File: src/rtl/pipeCtrlPkg.sv
package pipeCtrlPkg;

	typedef logic [4:0] regAddr_t;

	////////////////////////////////////////////////////////////////////////////
	// Opcodes
	////////////////////////////////////////////////////////////////////////////

	localparam logic [5:0] opSpecial = 6'b000000;
	localparam logic [5:0] opRegimm  = 6'b000001;
	localparam logic [5:0] opJ       = 6'b000010;
	localparam logic [5:0] opJal     = 6'b000011;
	localparam logic [5:0] opBeq     = 6'b000100;
	localparam logic [5:0] opBne     = 6'b000101;
	localparam logic [5:0] opBlez    = 6'b000110;
	localparam logic [5:0] opBgtz    = 6'b000111;
	localparam logic [5:0] opAddi    = 6'b001000;
	localparam logic [5:0] opAddiu   = 6'b001001;
	localparam logic [5:0] opSlti    = 6'b001010;
	localparam logic [5:0] opSltiu   = 6'b001011;
	localparam logic [5:0] opAndi    = 6'b001100;
	localparam logic [5:0] opOri     = 6'b001101;
	localparam logic [5:0] opXori    = 6'b001110;
	localparam logic [5:0] opLui     = 6'b001111;
	localparam logic [5:0] opLw      = 6'b100011;
	localparam logic [5:0] opSw      = 6'b101011;

	// Function field of SPECIAL words
	localparam logic [5:0] fnSll  = 6'b000000;
	localparam logic [5:0] fnSrl  = 6'b000010;
	localparam logic [5:0] fnSra  = 6'b000011;
	localparam logic [5:0] fnSllv = 6'b000100;
	localparam logic [5:0] fnSrlv = 6'b000110;
	localparam logic [5:0] fnSrav = 6'b000111;
	localparam logic [5:0] fnJr   = 6'b001000;
	localparam logic [5:0] fnJalr = 6'b001001;
	localparam logic [5:0] fnAdd  = 6'b100000;
	localparam logic [5:0] fnAddu = 6'b100001;
	localparam logic [5:0] fnSub  = 6'b100010;
	localparam logic [5:0] fnSubu = 6'b100011;
	localparam logic [5:0] fnAnd  = 6'b100100;
	localparam logic [5:0] fnOr   = 6'b100101;
	localparam logic [5:0] fnXor  = 6'b100110;
	localparam logic [5:0] fnNor  = 6'b100111;
	localparam logic [5:0] fnSlt  = 6'b101010;
	localparam logic [5:0] fnSltu = 6'b101011;

	// REGIMM selects the branch in rt
	localparam regAddr_t rtBltz = 5'b00000;
	localparam regAddr_t rtBgez = 5'b00001;

	localparam regAddr_t linkReg = 5'd31;

	////////////////////////////////////////////////////////////////////////////
	// Instruction word views
	////////////////////////////////////////////////////////////////////////////

	typedef struct packed {
		logic [5:0] op;
		regAddr_t rs;
		regAddr_t rt;
		regAddr_t rd;
		logic [4:0] shamt;
		logic [5:0] funct;
	} rFields_t;

	typedef struct packed {
		logic [5:0] op;
		regAddr_t rs;
		regAddr_t rt;
		logic [15:0] imm;
	} iFields_t;

	typedef union packed {
		rFields_t r;
		iFields_t i;
	} instrWord_t;

	typedef enum logic [1:0] {npcSeq, npcBranch, npcJump, npcReg} npcType_t;
	typedef enum logic [1:0] {extZero, extSign, extUpper} extType_t;
	typedef enum logic [3:0] {
		cmpEq, cmpNe, cmpLez, cmpGtz, cmpLtz, cmpGez, cmpSlt, cmpSlti, cmpSltiu, cmpSltu
	} cmpType_t;
	typedef enum logic [3:0] {
		aluAdd, aluSub, aluAnd, aluOr, aluSll, aluSrl, aluSra, aluSllv, aluSrlv, aluSrav,
		aluXor, aluNor
	} aluOp_t;
	typedef enum logic [2:0] {wbAlu, wbMem, wbLink, wbUpper, wbCmp} wbSel_t;

	// Cycles until an operand is needed or a result exists
	typedef logic [1:0] stageTime_t;
	localparam stageTime_t tNever = 2'd3;

	typedef enum logic [1:0] {dFwdReg, dFwdW, dFwdM, dFwdE} dFwdSel_t;
	typedef enum logic [1:0] {eFwdReg, eFwdW, eFwdM} eFwdSel_t;

endpackage
File: src/rtl/pipeCtrl.sv
`timescale 1ns/10ps

module pipeCtrl
	import pipeCtrlPkg::*;
(
	input logic clk,
	input logic reset,
	input instrWord_t instr,
	output logic stall,
	output npcType_t npcType,
	output extType_t extType,
	output cmpType_t cmpType,
	output dFwdSel_t dFwdRs,
	output dFwdSel_t dFwdRt,
	output aluOp_t aluOp,
	output logic aluSrc,
	output logic [4:0] eShamt,
	output eFwdSel_t eFwdRs,
	output eFwdSel_t eFwdRt,
	output logic memWrite,
	output logic mFwdRt,
	output wbSel_t wbSel,
	output regAddr_t wDest
);
	// Decode-stage controls
	aluOp_t dAluOp;
	logic dAluSrc;
	logic dMemWrite;
	wbSel_t dWbSel;
	regAddr_t dDest;
	stageTime_t tuseRs;
	stageTime_t tuseRt;
	stageTime_t tnew;

	// In-flight register numbers and new times
	regAddr_t eRs;
	regAddr_t eRt;
	regAddr_t eDest;
	stageTime_t eTnew;
	regAddr_t mRt;
	regAddr_t mDest;
	stageTime_t mTnew;

	instrDecoder i_instrDecoder (
		.instr(instr),
		.npcType(npcType),
		.extType(extType),
		.cmpType(cmpType),
		.aluOp(dAluOp),
		.aluSrc(dAluSrc),
		.memWrite(dMemWrite),
		.wbSel(dWbSel),
		.dest(dDest),
		.tuseRs(tuseRs),
		.tuseRt(tuseRt),
		.tnew(tnew)
	);

	stageRegs i_stageRegs (
		.clk(clk),
		.reset(reset),
		.stall(stall),
		.instr(instr),
		.aluOp(dAluOp),
		.aluSrc(dAluSrc),
		.memWrite(dMemWrite),
		.wbSel(dWbSel),
		.dest(dDest),
		.tnew(tnew),
		.eAluOp(aluOp),
		.eAluSrc(aluSrc),
		.eShamt(eShamt),
		.eRs(eRs),
		.eRt(eRt),
		.eDest(eDest),
		.eTnew(eTnew),
		.mMemWrite(memWrite),
		.mRt(mRt),
		.mDest(mDest),
		.mTnew(mTnew),
		.wWbSel(wbSel),
		.wDest(wDest)
	);

	hazardUnit i_hazardUnit (
		.clk(clk),
		.instr(instr),
		.tuseRs(tuseRs),
		.tuseRt(tuseRt),
		.eDest(eDest),
		.eTnew(eTnew),
		.mDest(mDest),
		.mTnew(mTnew),
		.stall(stall)
	);

	forwardUnit i_forwardUnit (
		.clk(clk),
		.instr(instr),
		.eRs(eRs),
		.eRt(eRt),
		.mRt(mRt),
		.eDest(eDest),
		.eTnew(eTnew),
		.mDest(mDest),
		.mTnew(mTnew),
		.wDest(wDest),
		.dFwdRs(dFwdRs),
		.dFwdRt(dFwdRt),
		.eFwdRs(eFwdRs),
		.eFwdRt(eFwdRt),
		.mFwdRt(mFwdRt)
	);

endmodule

File: src/rtl/forwardUnit.sv
`timescale 1ns/10ps

module forwardUnit
	import pipeCtrlPkg::*;
(
	input logic clk,
	input instrWord_t instr,
	input regAddr_t eRs,
	input regAddr_t eRt,
	input regAddr_t mRt,
	input regAddr_t eDest,
	input stageTime_t eTnew,
	input regAddr_t mDest,
	input stageTime_t mTnew,
	input regAddr_t wDest,
	output dFwdSel_t dFwdRs,
	output dFwdSel_t dFwdRt,
	output eFwdSel_t eFwdRs,
	output eFwdSel_t eFwdRt,
	output logic mFwdRt
);

	// Youngest ready producer wins
	function automatic dFwdSel_t pickD(regAddr_t src);
		if (src == '0)
			return dFwdReg;
		if (src == eDest && eTnew == 2'd0)
			return dFwdE;
		if (src == mDest && mTnew == 2'd0)
			return dFwdM;
		if (src == wDest)
			return dFwdW;
		return dFwdReg;
	endfunction

	function automatic eFwdSel_t pickE(regAddr_t src);
		if (src == '0)
			return eFwdReg;
		if (src == mDest && mTnew == 2'd0)
			return eFwdM;
		if (src == wDest)
			return eFwdW;
		return eFwdReg;
	endfunction

	always_comb begin
		dFwdRs = pickD(instr.r.rs);
		dFwdRt = pickD(instr.r.rt);
		eFwdRs = pickE(eRs);
		eFwdRt = pickE(eRt);
		// Store data only
		mFwdRt = mRt != '0 && mRt == wDest;
	end

	zeroNeverForwards: assert property (@(posedge clk)
		(instr.r.rs != '0 || dFwdRs == dFwdReg) && (instr.r.rt != '0 || dFwdRt == dFwdReg) &&
		(eRs != '0 || eFwdRs == eFwdReg) && (eRt != '0 || eFwdRt == eFwdReg) &&
		(mRt != '0 || !mFwdRt));

endmodule

File: src/rtl/hazardUnit.sv
`timescale 1ns/10ps

module hazardUnit
	import pipeCtrlPkg::*;
(
	input logic clk,
	input instrWord_t instr,
	input stageTime_t tuseRs,
	input stageTime_t tuseRt,
	input regAddr_t eDest,
	input stageTime_t eTnew,
	input regAddr_t mDest,
	input stageTime_t mTnew,
	output logic stall
);
	logic rsStall;
	logic rtStall;

	// Operand needed before an in-flight producer has its result
	function automatic logic mustWait(regAddr_t src, stageTime_t tuse, regAddr_t eDst,
			stageTime_t eT, regAddr_t mDst, stageTime_t mT);
		logic eHit;
		logic mHit;
		eHit = src == eDst && tuse < eT;
		mHit = src == mDst && tuse < mT;
		return src != '0 && (eHit || mHit);
	endfunction

	always_comb begin
		rsStall = mustWait(instr.r.rs, tuseRs, eDest, eTnew, mDest, mTnew);
		rtStall = mustWait(instr.r.rt, tuseRt, eDest, eTnew, mDest, mTnew);
	end

	assign stall = rsStall || rtStall;

	// Register zero never waits on a producer
	noStallOnZeroRegs: assert property (@(posedge clk)
		(instr.r.rs == '0 && instr.r.rt == '0) |-> !stall);

endmodule

File: src/rtl/stageRegs.sv
`timescale 1ns/10ps

module stageRegs
	import pipeCtrlPkg::*;
(
	input logic clk,
	input logic reset,
	input logic stall,
	input instrWord_t instr,
	input aluOp_t aluOp,
	input logic aluSrc,
	input logic memWrite,
	input wbSel_t wbSel,
	input regAddr_t dest,
	input stageTime_t tnew,
	output aluOp_t eAluOp,
	output logic eAluSrc,
	output logic [4:0] eShamt,
	output regAddr_t eRs,
	output regAddr_t eRt,
	output regAddr_t eDest,
	output stageTime_t eTnew,
	output logic mMemWrite,
	output regAddr_t mRt,
	output regAddr_t mDest,
	output stageTime_t mTnew,
	output wbSel_t wWbSel,
	output regAddr_t wDest
);
	logic eMemWrite;
	wbSel_t eWbSel;
	wbSel_t mWbSel;

	////////////////////////////////////////////////////////////////////////////
	// Execute stage with a bubble while decode is held
	////////////////////////////////////////////////////////////////////////////

	always_ff @(posedge clk) begin
		if (reset || stall) begin
			eAluOp <= aluAdd;
			eAluSrc <= 1'b0;
			eShamt <= '0;
			eRs <= '0;
			eRt <= '0;
			eDest <= '0;
			eTnew <= 2'd0;
			eMemWrite <= 1'b0;
			eWbSel <= wbAlu;
		end else begin
			eAluOp <= aluOp;
			eAluSrc <= aluSrc;
			eShamt <= instr.r.shamt;
			eRs <= instr.r.rs;
			eRt <= instr.r.rt;
			eDest <= dest;
			eTnew <= tnew;
			eMemWrite <= memWrite;
			eWbSel <= wbSel;
		end
	end

	////////////////////////////////////////////////////////////////////////////
	// Memory and write-back stages
	////////////////////////////////////////////////////////////////////////////

	always_ff @(posedge clk) begin
		if (reset) begin
			mMemWrite <= 1'b0;
			mRt <= '0;
			mDest <= '0;
			mTnew <= 2'd0;
			mWbSel <= wbAlu;
			wWbSel <= wbAlu;
			wDest <= '0;
		end else begin
			mMemWrite <= eMemWrite;
			mRt <= eRt;
			mDest <= eDest;
			// One cycle closer to the result and floored at zero
			mTnew <= (eTnew == 2'd0) ? 2'd0 : eTnew - 2'd1;
			mWbSel <= eWbSel;
			wWbSel <= mWbSel;
			wDest <= mDest;
		end
	end

	// A held instruction must not leave a copy of itself in execute
	bubbleOnStall: assert property (@(posedge clk) disable iff (reset)
		stall |=> eDest == '0 && eTnew == 2'd0);

endmodule

File: src/rtl/instrDecoder.sv
`timescale 1ns/10ps

module instrDecoder
	import pipeCtrlPkg::*;
(
	input instrWord_t instr,
	output npcType_t npcType,
	output extType_t extType,
	output cmpType_t cmpType,
	output aluOp_t aluOp,
	output logic aluSrc,
	output logic memWrite,
	output wbSel_t wbSel,
	output regAddr_t dest,
	output stageTime_t tuseRs,
	output stageTime_t tuseRt,
	output stageTime_t tnew
);
	logic shamtZero;
	logic rsZero;
	logic rtZero;
	logic rAluFmt;
	logic rCmp;
	logic jrHit;
	logic jalrHit;
	aluOp_t rAluOp;

	assign shamtZero = instr.r.shamt == '0;
	assign rsZero = instr.r.rs == '0;
	assign rtZero = instr.r.rt == '0;
	assign rCmp = instr.r.funct == fnSlt || instr.r.funct == fnSltu;
	assign jrHit = instr.r.funct == fnJr && rtZero && instr.r.rd == '0 && shamtZero;
	assign jalrHit = instr.r.funct == fnJalr && rtZero && shamtZero;

	// Register-format ALU words and their zero fields
	always_comb begin
		case (instr.r.funct)
			fnSll, fnSrl, fnSra: rAluFmt = rsZero;
			fnAdd, fnAddu, fnSub, fnSubu, fnAnd, fnOr, fnXor, fnNor,
			fnSllv, fnSrlv, fnSrav, fnSlt, fnSltu: rAluFmt = shamtZero;
			default: rAluFmt = 1'b0;
		endcase
	end

	always_comb begin
		case (instr.r.funct)
			fnSub, fnSubu: rAluOp = aluSub;
			fnAnd: rAluOp = aluAnd;
			fnOr: rAluOp = aluOr;
			fnXor: rAluOp = aluXor;
			fnNor: rAluOp = aluNor;
			fnSll: rAluOp = aluSll;
			fnSrl: rAluOp = aluSrl;
			fnSra: rAluOp = aluSra;
			fnSllv: rAluOp = aluSllv;
			fnSrlv: rAluOp = aluSrlv;
			fnSrav: rAluOp = aluSrav;
			default: rAluOp = aluAdd;
		endcase
	end

	always_comb begin
		// Defaults describe a no-op
		npcType = npcSeq;
		extType = extZero;
		cmpType = cmpEq;
		aluOp = aluAdd;
		aluSrc = 1'b0;
		memWrite = 1'b0;
		wbSel = wbAlu;
		dest = '0;
		tuseRs = tNever;
		tuseRt = tNever;
		tnew = 2'd0;
		case (instr.i.op)
			opSpecial: begin
				if (rAluFmt) begin
					aluOp = rAluOp;
					dest = instr.r.rd;
					tuseRs = 2'd1;
					tuseRt = 2'd1;
					tnew = 2'd1;
					if (rCmp) begin
						cmpType = (instr.r.funct == fnSlt) ? cmpSlt : cmpSltu;
						wbSel = wbCmp;
						tuseRs = 2'd0;
						tuseRt = 2'd0;
						tnew = 2'd0;
					end
				end else if (jrHit || jalrHit) begin
					npcType = npcReg;
					tuseRs = 2'd0;
					if (jalrHit) begin
						wbSel = wbLink;
						dest = instr.r.rd;
					end
				end
			end
			opRegimm: begin
				if (instr.i.rt == rtBltz || instr.i.rt == rtBgez) begin
					npcType = npcBranch;
					extType = extSign;
					cmpType = (instr.i.rt == rtBltz) ? cmpLtz : cmpGez;
					tuseRs = 2'd0;
				end
			end
			opBeq, opBne: begin
				npcType = npcBranch;
				extType = extSign;
				cmpType = (instr.i.op == opBeq) ? cmpEq : cmpNe;
				tuseRs = 2'd0;
				tuseRt = 2'd0;
			end
			opBlez, opBgtz: begin
				if (instr.i.rt == '0) begin
					npcType = npcBranch;
					extType = extSign;
					cmpType = (instr.i.op == opBlez) ? cmpLez : cmpGtz;
					tuseRs = 2'd0;
				end
			end
			opJ: npcType = npcJump;
			opJal: begin
				npcType = npcJump;
				wbSel = wbLink;
				dest = linkReg;
			end
			opAddi, opAddiu, opAndi, opOri, opXori: begin
				extType = (instr.i.op == opAddi || instr.i.op == opAddiu) ? extSign : extZero;
				aluSrc = 1'b1;
				dest = instr.i.rt;
				tuseRs = 2'd1;
				tnew = 2'd1;
				case (instr.i.op)
					opAndi: aluOp = aluAnd;
					opOri: aluOp = aluOr;
					opXori: aluOp = aluXor;
					default: aluOp = aluAdd;
				endcase
			end
			opSlti, opSltiu: begin
				extType = extSign;
				cmpType = (instr.i.op == opSlti) ? cmpSlti : cmpSltiu;
				wbSel = wbCmp;
				dest = instr.i.rt;
				tuseRs = 2'd0;
			end
			opLui: begin
				extType = extUpper;
				wbSel = wbUpper;
				dest = instr.i.rt;
			end
			opLw, opSw: begin
				extType = extSign;
				aluSrc = 1'b1;
				tuseRs = 2'd1;
				if (instr.i.op == opLw) begin
					wbSel = wbMem;
					dest = instr.i.rt;
					tnew = 2'd2;
				end else begin
					memWrite = 1'b1;
				end
			end
			default: begin
			end
		endcase
	end

endmodule

File: config.mk
export PLATFORM = sky130hd
export DESIGN_NAME = pipeCtrl
export DESIGN_NICKNAME = d
export VERILOG_FILES = /design/src/rtl/pipeCtrlPkg.sv /design/src/rtl/pipeCtrl.sv /design/src/rtl/forwardUnit.sv /design/src/rtl/hazardUnit.sv /design/src/rtl/stageRegs.sv /design/src/rtl/instrDecoder.sv
export SDC_FILE = /design/constraint.sdc
export NUM_CORES = 1
export LEC_CHECK = 0
export ABC_AREA = 1
export ABC_CLOCK_PERIOD_IN_PS = 2400
export BUFFER_PORTS_ARGS = -buffer_cell sky130_fd_sc_hd__buf_2
export CORE_AREA = 2 2 81 83
export DETAILED_ROUTE_END_ITERATION = 16
export DIE_AREA = 0 0 83 85
export GPL_TIMING_DRIVEN = 0
export PLACE_DENSITY = 0.77
export SETUP_SLACK_MARGIN = 0.5
export SYNTH_ARGS = -nofsm -noshare
export SYNTH_HDL_FRONTEND = slang
export SYNTH_SLANG_ARGS = --single-unit
File: constraint.sdc
create_clock -name clk -period 2.4 [get_ports clk]
set_input_delay 0.12 -clock clk [delete_from_list [all_inputs] [get_ports clk]]
set_output_delay 0.12 -clock clk [all_outputs]
set_load 0.02 [all_outputs]
# After elaboration in Yosys (flattened, before gate mapping)
# Index checks and enable logic that the tools add are counted.
[word_totals] register_bits=55 inputBits=34 output_inout_bits=37 wordCells=228
[op_classes] add_sub_neg=1 order_cmp=4 eq_ne=46 n_mux=106 n_bitwise=1 reduce_logical=54
[ops] operator="$mux 2" n=38
[ops] operator="$eq 6x6->1 const B" n=12
[ops] operator="$eq 6x4->1 const B" n=10
[ops] operator="$eq 5x5->1" n=11
[ops] operator="$pmux 4 s11" n=1
[ops] operator="$eq 6x3->1 const B" n=7
[ops] operator="$mux 1" n=42
[ops] operator="$logic_not 5->1" n=6
[ops] operator="$pmux 2 s5" n=3
[ops] operator="$mux 4" n=7
[ops] operator="$eq 6x2->1 const B" n=4
[ops] operator="$mux 5" n=4
[ops] operator="$pmux 4 s5" n=1
[ops] operator="$pmux 5 s4" n=1
[ops] operator="$logic_and 1x1->1" n=18
[ops] operator="$reduce_or 2->1" n=8
[ops] operator="$pmux 3 s5" n=1
[ops] operator="$reduce_bool 5->1" n=3
[ops] operator="$reduce_or 13->1" n=1
[ops] operator="$logic_not 6->1" n=2
[ops] operator="$pmux 4 s3" n=1
[ops] operator="$mux 3" n=3
[ops] operator="$logic_or 1x1->1" n=8
[ops] operator="$lt 2x2->1" n=4
[ops] operator="other kinds (15)" n=16

# Logic depth before layout (Yosys ltp)
# Gate-level depths: netlist of run 1.
[depth] word_depth=15 mapped_depth=19 mapped_depth_nobuf=17

# Cells and area by module
# Synthesis of run 1 repeated with hierarchy kept, for this count alone.
[unflattened] hier_cells=673 area_unflattened_um2=3861.2
[by_module_without_submodules] module="stageRegs" instances=1 cells_each=176 area_each_um2=1580.3 seq_area_each_um2=1101.1
[by_module_without_submodules] module="forwardUnit" instances=1 cells_each=211 area_each_um2=952.2 seq_area_each_um2=0.0
[by_module_without_submodules] module="instrDecoder" instances=1 cells_each=181 area_each_um2=842.1 seq_area_each_um2=0.0
[by_module_without_submodules] module="hazardUnit" instances=1 cells_each=105 area_each_um2=486.7 seq_area_each_um2=0.0

# Worst setup path before layout of run 1
# Ideal clock, no wire load.
[synth_path] path_type="register to output" startpoint="register i_stageRegs.wDest[3]" endpoint="output port mFwdRt" t_arrival_ns=2.014 required_ns=2.280 setup_slack_ns=0.266 path_stages_with_launch=5 path_buffers=1 cell_sequence="dfxtp_1 clkbuf_1 xnor2_1 nand3_1 a2111oi_0"
[synth_between] elab_chain_cells=2
[synth_rtl] element="start, declared" line_no="stageRegs.sv:28" text="output regAddr_t wDest"
[synth_rtl] element="start signal, assigned" line_no="stageRegs.sv:83" text="wDest <= mDest;"
[synth_rtl] element="$eq 5x5->1" line_no="forwardUnit.sv:52" text="mFwdRt = mRt != '0 && mRt == wDest;"
[synth_rtl] element="$logic_and 1x1->1" line_no="forwardUnit.sv:52"
[synth_rtl] element="end, declared" line_no="pipeCtrl.sv:21" text="output logic mFwdRt,"
# No other way between the ends.

# Worst setup path after layout of run 1
[layout_path] startpoint="input port instr[19] (netlist bit)" endpoint="register i_stageRegs.eRt[4]"
[layout_between] elab_chain_cells=14
[layout_rtl] element="start, declared" line_no="pipeCtrl.sv:8" text="input instrWord_t instr,"
[layout_rtl] element="$logic_not 5->1" line_no="instrDecoder.sv:30, instrDecoder.sv:100, instrDecoder.sv:115"
[layout_rtl] element="$logic_and 1x1->1 (3 in a row)" line_no="instrDecoder.sv:32" text="assign jrHit = instr.r.funct == fnJr && rtZero && instr.r.rd == '0 && shamtZero;"
[layout_rtl] element="$logic_or 1x1->1" line_no="instrDecoder.sv:90" text="end else if (jrHit || jalrHit) begin"
[layout_rtl] element="$mux 2" line_no="instrDecoder.sv:90"
[layout_rtl] element="$mux 2" line_no="instrDecoder.sv:77" text="if (rAluFmt) begin"
[layout_rtl] element="$pmux 2 s5" line_no="instrDecoder.sv:75" text="case (instr.i.op)"
[layout_rtl] element="$lt 2x2->1 (on tied branches)" line_no="hazardUnit.sv:24, hazardUnit.sv:25"
[layout_rtl] element="$logic_and 1x1->1 (on tied branches)" line_no="hazardUnit.sv:24, hazardUnit.sv:25"
[layout_rtl] element="$logic_or 1x1->1" line_no="hazardUnit.sv:26" text="return src != '0 && (eHit || mHit);"
[layout_rtl] element="$logic_and 1x1->1" line_no="hazardUnit.sv:26"
[layout_rtl] element="$logic_or 1x1->1 *" line_no="hazardUnit.sv:34" text="assign stall = rsStall || rtStall;"
[layout_rtl] element="$logic_or 1x1->1 *" line_no="stageRegs.sv:39" text="if (reset || stall) begin"
[layout_rtl] element="end signal, assigned" line_no="stageRegs.sv:54" text="eRt <= instr.r.rt;"
[layout_rtl] element="end, declared" line_no="stageRegs.sv:20" text="output regAddr_t eRt,"
# Mark *: on every way between the ends. The rest lies on a longest branch, timed or not.
# A chain may end at the register's enable or synchronous reset.

==> metrics.yaml, run 1 <==
status: "completed"
initial_core_util_pct: 51.6
dpl.hpwl_um: 6900
p_per_area_nw_per_um2: 433
fin_crit_ps: 2020
fp.dieH_um: 85
hold_ws_ps: 25.4
nets: 610
p_seq_share_pct: 49.6
final_area_sq_um: 4450
netlist_area_sq_um: 3200
met2_length_um: 5120
synth_compound_area_share_pct: 8.87
grt_overflow: 0
reg2regPathDepth: 12
synth.avg_cell_area_sq_um: 6.82
wl_met3_um: 627
multi_input_area_sq_um: 2070
antenna_found_initial: 0
syn2layout_area_growth_pct: 38.9
grt_pass1_vias: 3164
cts_max_level: 2
drt-initial-drc-count: 213
fmax_mhz: 494
wl_met1_um: 3730
yosys_most_used_dff: "dfxtp_1"
leakagePower_nw: 2.06
cap_violations: 0
pin_count: 71
cp.required_ps: 2670
layout-drive-gt1-share_pct: 37.2
crit_start: "instr[19]"
ys_seq_area_share_pct: 34.4
synthAdderAreaFrac_pct: 1.95
yosys-mux-area-fraction_pct: 0
slew_violations: 0
drc: 0
min_period_over_period_pct: 84.3
grt_util_all_layers_pct: 25.5
cts_buffers: 5
core_area_sq_um: 6200
synthCells: 470
dieArea_sq_um: 7060
via_per_inst: 5.34
maxSlewHeadroom_pct: 63.2
place_area_sq_um: 3660
hold_depth: 3
worstPathMaxFanout: 7
final-seq-area_sq_um: 1110
antenna_cells: 0
critPathArrivalTime_ps: 2290
ir_worst_vdd_v: 0.000324
hp-class: "in2reg"
finalWirelength_um: 9850
clkSlewWorstSetupHoldPaths_ps: 100
root_buffer: "clkbuf_8"
path_class: "in2reg"
synth_top_family_by_area: "simple AND/OR/NAND/NOR gates"
post-route-util_pct: 71.7
grt_pass1_wl_um: 14500
p_int_mw: 1.33
hold_violations: 0
grt_start_max_net_pins: 20
globalplace.congestion: 0.968
worstSkewPairLatency_ps: 320
synthSimpleGateAreaFrac_pct: 33.5
postSynthNetCount: 509
fp-row-count: 29
rsz0062_at_grt: "true"
cts.sinks: 55
crit_path_start_kind: "primary input"
clk_path_buf_depth: 2
worst_pin_slew_ps: 552
yosys.area_share.xor_xnor_pct: 9.30
dr_total_vias: 3464
p_clk_share_pct: 28.2
synth-seq-cells: 55
sw_frac_of_total_pct: 31.3
yosys_warnings: 0
skew_ps: 6.11
wl_per_cell_um: 15.2
die_w_um: 83
antenna_left: 0
worstSetupEndpointType: "flop"
finalSetupViolations: 0
synth_enable_flop_cells: 0
postCtsHoldBufs: 0
power.total_mw: 1.93
async_reset_ff_share_pct: 0
fillers: 495
p_comb_share_pct: 22.2
hold_start: "instr[7]"
top_layer: "met4"
fin_setup_tns_ps: 0
timing.rr.start: "i_stageRegs.eDest[1]"
tritoncts: "done"
p_sw_mw: 0.604
synth_cell_types: 36
io_buffers: 66
first_pass_iters: 7
[layout by cell type, fill, tap and decap left out, types with 2 or more instances in the layout]
master / count
inv_1: 63
nand2_1: 62
nor2_1: 59
buf_2: 57
dfxtp_1: 48
buf_4: 32
nor2_4: 26
nand3_1: 21
nor2_2: 19
xnor2_1: 19
xor2_1: 15
o21ai_0: 12
nand4_1: 12
inv_2: 11
a21oi_1: 10
nand2_2: 8
buf_6: 6
nor3_1: 6
dfxtp_2: 6
inv_4: 5
nand3_2: 5
o22ai_1: 5
a31oi_1: 5
clkbuf_8: 5
nor4_1: 4
ha_1: 4
nor4_4: 3
clkbuf_2: 3
clkbuf_1: 3
clkbuf_16: 3
nand3_4: 2
buf_8: 2
o211ai_1: 2
a21oi_2: 2
o21ai_1: 2
nor3_2: 2
nor4_2: 2
buf_12: 2
inv_6: 2
[repair_timing]
action / in CTS / in global routing
setup buffers: 12 / 13
pin swaps: 11 / 31
resized for setup: 30 / 105
hold endpoints to repair: 0 / 0
endpoints found under the setup margin: 40 / 42
cloned: 0 / 3
[through the flow]
step / instances / setup WS [ps]
after floorplan: 470 / 465
after global placement: 613 / -33.8
after detailed placement: 613 / -88.9
after CTS: 633 / 442
after global routing: 649 / 260
final: 649 / 378
[critical path: stages]
cell       delay, ps
buf_2            150
inv_4            100
nand3_2          100
nor2_2           140
nand2_2          110
nor2_4           120
a21oi_2           70
nand2_1           90
nand3_2           80
ha_1             290
nand2_1           60
nand2_1           60
nand2_1           60
nand2_2           90
buf_4            130
nand3_4          190
clkbuf_16        240
nor2_2            80
[synth_stat cells, types with 2 or more instances]
cell type,instances,share of area (%)
xnor2_1,19,5.2
a2111oi_0,2,0.55
inv_1,79,9.3
a31oi_1,6,1.2
nand3_1,26,4.1
o21ai_0,14,2.2
nor4_1,8,1.6
nor3_1,8,1.3
o22ai_1,6,1.2
nor2_1,80,9.4
buf_6,3,1.1
a221oi_1,2,0.55
ha_1,5,2.0
nor2_2,23,4.5
nand4_1,12,2.3
nand2_1,70,8.2
clkbuf_1,7,0.82
dfxtp_1,55,34
buf_4,2,0.47
a21oi_1,12,1.9
xor2_1,15,4.1
o211ai_1,2,0.47
[power groups by stage]
stage / clock network (mW) / registers, mW / logic [mW]
after detailed placement: 0 / 0.978 / 0.320
after CTS: 0.551 / 0.957 / 0.343
after global routing: 0.581 / 0.961 / 0.462
final: 0.544 / 0.957 / 0.428
after global placement: 0 / 0.976 / 0.314
after floorplan: 0 / 0.982 / 0.207
[per-layer routing]
layer | track usage (%) | up-vias
li1 | - | 1691
met1 | 29.3 | 1592
met2 | 47.1 | 146
met3 | 3.60 | 35
met4 | 11.5 | 0
met5 | 0 | -
[cell type report]
type	count	area share [%]
Clock inverter	3	0.590
Buffer	15	3.12
Sequential cell	55	25.0
Tap cell	77	2.16
Clock buffer	5	1.55
Timing Repair Buffer	94	14.2
Multi-Input combinational cell	321	46.4
Inverter	79	6.94
[worst paths after layout]
| kind | end | slack [ps] |
|---|---|---|
| hold / removal | i_stageRegs.eShamt[1] | 30 |
| hold reg to reg | i_stageRegs.wWbSel[1] | 410 |
| setup / recovery | i_stageRegs.eRt[4] | 380 |
| setup reg to reg | i_stageRegs.eRt[4] | 450 |
[registers in the layout, summed over array words and instances (netlist names), 2 cells and up]
register,cells
i_stageRegs.eAluOp,4
i_stageRegs.mRt,5
i_stageRegs.eWbSel,3
i_stageRegs.wDest,5
i_stageRegs.eRs,5
i_stageRegs.eTnew,2
i_stageRegs.eDest,5
i_stageRegs.mWbSel,3
i_stageRegs.mTnew,2
i_stageRegs.eShamt,5
i_stageRegs.mDest,5
i_stageRegs.wWbSel,3
i_stageRegs.eRt,5
[cells by family after synthesis]
kind of cell             count (synthesis)
AND/OR/NAND/NOR                        234
XOR/XNOR                                34
AO/OA/AOI/OAI                           48
adder cells (fa/ha/maj)                  5
buffers and inverters                   94
flip-flops                              55
Note: power is estimated with default switching activity, not from simulation.
==> run 2: changes to the inputs <==
- ABC_AREA: 1 -> 0
- ABC_CLOCK_PERIOD_IN_PS: 2400 -> 2000
- CORE_AREA: 2 2 81 83 -> 2 2 82 84
- DIE_AREA: 0 0 83 85 -> 0 0 84 86
- PLACE_DENSITY: 0.77 -> 0.79
- clock period: 2.4 -> 2 ns (I/O delays scaled with it)
==> run 2 against run 1 <==
  * The flow now finishes with violations (setup timing)
  * Clock power increased by 19%
  * Setup slack worse by 1300 ps
  * Count of clock-buffer cells in the layout unchanged
  * Flip-flop and latch count unchanged
  * Core utilization is 12 points higher
  * Via count increased by 19%
  * Critical path type unchanged
  * Die area increased by 2.4%
  * Sequential share of layout area down 3.8 points
  * Sequential power increased by 21%
  * Power grew 27%
==> metrics.yaml, run 2 <==
status: "finished, violations left"  # was completed
violations: "setup timing"
worstSetupEndpointType: "flop"  # unchanged
synth_top_area_share_pct: 32.4  # was 34.4%
cp.required_ps: 2200  # was 2670 ps
gr-usage-met2_pct: 53.5  # was 47.1%
grt_util_all_layers_pct: 32.1  # was 25.5%
path_class: "in2reg"  # unchanged
ys_seq_area_share_pct: 32.4  # was 34.4%
cpPeakStageDelay_ps: 520  # was 290 ps
worstSkewPairLatency_ps: 320  # about the same
place_area_sq_um: 4000  # was 3660 sq um
yosys_warnings: 0  # unchanged
yosys_most_used_dff: "dfxtp_1"  # unchanged
cp_slowest_cell: "nor4b_4"  # was ha_1
skew_ps: 8.09  # was 6.11 ps
fin_setup_tns_ps: -30660  # was 0 ps
wl_per_cell_um: 24.0  # was 15.2 um
final_area_sq_um: 5240  # was 4450 sq um
post-route-util_pct: 83.4  # was 71.7%
fmax_mhz: 347
drt-initial-drc-count: 585  # was 213
maxSlewHeadroom_pct: 17.1  # was 63.2%
finalWirelength_um: 14400  # was 9850 um
fin_crit_ps: 2890
die_w_um: 84  # was 83 um
clk_path_buf_depth: 2  # unchanged
fin_cells: 601  # was 649
hold_start: "instr[10]"  # was instr[7]
cp-endpoint: "i_stageRegs.eWbSel[2]"  # was i_stageRegs.eRt[4]
dpl.cell_count: 547  # was 613
final-seq-area_sq_um: 1110  # unchanged
worst-path-buf-inv: 3  # was 4
cap_violations: 0  # unchanged
cp.depth: 13  # was 18
p_comb_share_pct: 26.5  # was 22.2%
hp-class: "in2reg"  # unchanged
crit_path_start_kind: "primary input"  # unchanged
syn2layout_area_growth_pct: 54.1  # was 38.9%
antenna_left: 0  # unchanged
synth-seq-cells: 55  # unchanged
layout_setup_ws_ps: -885  # was 378 ps
grt_overflow: 0  # unchanged
async_reset_ff_share_pct: 0  # unchanged
grt_pass1_wl_um: 18500  # was 14500 um
antenna_found_initial: 0  # unchanged
cts_max_level: 2  # unchanged
busiest_layer: "met2"  # unchanged
ir_worst_vdd_v: 0.000399  # was 0.000324 V
dieArea_sq_um: 7220  # was 7060 sq um
p_int_mw: 1.67  # was 1.33 mW
hold_ws_ps: 52.1  # was 25.4 ps
netlist_area_sq_um: 3400  # was 3200 sq um
layout_commonest_cell: "dfxtp_1"  # was inv_1
ys_top_cells_by_area: "dfxtp_1, xnor2_1, xor2_1"  # was dfxtp_1, nor2_1, inv_1
p_per_area_nw_per_um2: 468  # was 433 nW/um^2
p_seq_share_pct: 47.2  # was 49.6%
sw_frac_of_total_pct: 31.9  # was 31.3%
synthTopCellsByCount: "dfxtp_1, xnor2_1, nor3_1"  # was nor2_1, inv_1, nand2_1
core_area_sq_um: 6280  # was 6200 sq um
post-synth-top-count-cell: "dfxtp_1"  # was nor2_1
nets: 562  # was 610
finalSetupViolations: 40  # was 0
p_clk_share_pct: 26.4  # was 28.2%
p_sw_mw: 0.783  # was 0.604 mW
globalplace.congestion: 0.921  # was 0.968
layout-drive-gt1-share_pct: 47.3  # was 37.2%
synth.avg_cell_area_sq_um: 8.29  # was 6.82 sq um
root_buffer: "clkbuf_8"  # unchanged
tritoncts: "done"  # unchanged
via_per_inst: 6.88  # was 5.34
rsz0062_at_grt: "true"  # unchanged
first_pass_iters: 5  # was 7
grt_start_max_net_pins: 19  # was 20
fp-row-count: 29  # unchanged
hold_violations: 0  # unchanged
crit_start: "instr[31]"  # was instr[19]
critPathArrivalTime_ps: 3080  # was 2290 ps
grt_use_met1_pct: 39.7  # was 29.3%
postCtsHoldBufs: 0  # unchanged
dpl.hpwl_um: 6990  # was 6900 um
reg2regPathDepth: 7  # was 12
dr_total_vias: 4136  # was 3464
synth_cell_types: 56  # was 36
io_buffers: 60  # was 66
layout_common_cells: "dfxtp_1, buf_2, buf_4"  # was inv_1, nand2_1, nor2_1
leakagePower_nw: 2.06  # about the same
timing.rr.start: "i_stageRegs.eDest[1]"  # unchanged
worst_pin_slew_ps: 1210  # was 552 ps
worstPathMaxFanout: 8  # was 7
synthCells: 410  # was 470
cts.sinks: 55  # unchanged
grt_pass1_vias: 3608  # was 3164
fillers: 329  # was 495
met3_usage_pct: 6.06  # was 3.60%
clkSlewWorstSetupHoldPaths_ps: 110  # was 100 ps
worstReg2RegEnd: "i_stageRegs.eWbSel[2]"  # was i_stageRegs.eRt[4]
synth_enable_flop_cells: 0  # unchanged
antenna_cells: 0  # unchanged
drc: 0  # unchanged
min_period_over_period_pct: 144
cts_buffers: 5  # unchanged
slew_violations: 0  # unchanged
multi_input_area_sq_um: 2670  # was 2070 sq um
yosysTopAreaCell: "dfxtp_1"  # unchanged
r2r_slack_ps: -250  # was 450 ps
pin_count: 71  # unchanged
postSynthNetCount: 449  # was 509
cp_top_family: "simple AND/OR/NAND/NOR gates"  # unchanged
fp.dieH_um: 86  # was 85 um
crit_chain: "buf_2 > nor4b_4 > a22oi_1 > o2111a_2 > o21ai_2 > ha_1 > or3_4 > nor3_4 > nor2_1 > nand4bb_1 > buf_6 > buf_8 > nor4_2"  # was buf_2 > inv_4 > nand3_2 > nor2_2 > nand2_2 > nor2_4 > a21oi_2 > nand2_1 > nand3_2 > ha_1 > nand2_1 > nand2_1 > nand2_1 > nand2_2 > buf_4 > nand3_4 > clkbuf_16 > nor2_2
initial_core_util_pct: 54.1  # was 51.6%
## run 2: power groups by stage
stage / registers [mW] / logic [mW] / clock network (mW)
after global routing: 1.16 / 0.671 / 0.689
after CTS: 1.15 / 0.522 / 0.646
final: 1.16 / 0.649 / 0.647
after detailed placement: 1.17 / 0.435 / 0
after floorplan: 1.18 / 0.305 / 0
after global placement: 1.17 / 0.425 / 0
## run 2: logic make-up (layout without fill, tap and decap cells)
| group | count (synthesis) | after routing | synth area share, % |
|---|---|---|---|
| compound gates | 65 | 65 | 13.3 |
| fa+ha+maj | 5 | 5 | 1.84 |
| buf+inv | 45 | 159 | 5.89 |
| simple gates | 187 | 187 | 33.0 |
| flops | 55 | 55 | 32.4 |
| xor+xnor | 53 | 53 | 13.7 |
## run 2: worst min-delay path by stage
| stage | end | slack, ps | cells after the start |
|---|---|---|---|
| floorplan | i_stageRegs.mDest[4] | 170 | 1 |
| global placement | i_stageRegs.wWbSel[0] | 380 | 2 |
| detailed placement | i_stageRegs.wWbSel[0] | 380 | 2 |
| CTS | i_stageRegs.eShamt[4] | 50 | 2 |
| global route | i_stageRegs.eShamt[4] | 40 | 2 |
| finish | i_stageRegs.eShamt[4] | 50 | 2 |
## run 2: timing repair
| action | in CTS | in global routing |
|---|---|---|
| setup buffers | 34 | 9 |
| cloned | 1 | 2 |
| pin swaps | 44 | 25 |
| endpoints found under the setup margin | 48 | 49 |
| resized for setup | 126 | 69 |
## run 2: through the flow
stage	total power [mW]	setup slack (ps)
floorplan	1.48	-704
global placement	1.60	-1250
detailed placement	1.61	-1270
CTS	2.32	-631
global route	2.52	-1010
finish	2.45	-885
## run 2: final cells by class
class | count | area share, %
sequential | 55 | 21.2
timing repair buffer | 106 | 16.6
buffer | 37 | 7.12
inverter | 8 | 0.573
clock inverter | 3 | 0.430
multi-input combinational | 310 | 50.9
clock buffer | 5 | 1.31
tap | 77 | 1.84
## run 2: routing by layer
metal,share of wire (%),vias up
met5,0,-
met4,8.6,0
met3,11,140
met2,45,399
met1,35,1903
li1,-,1694
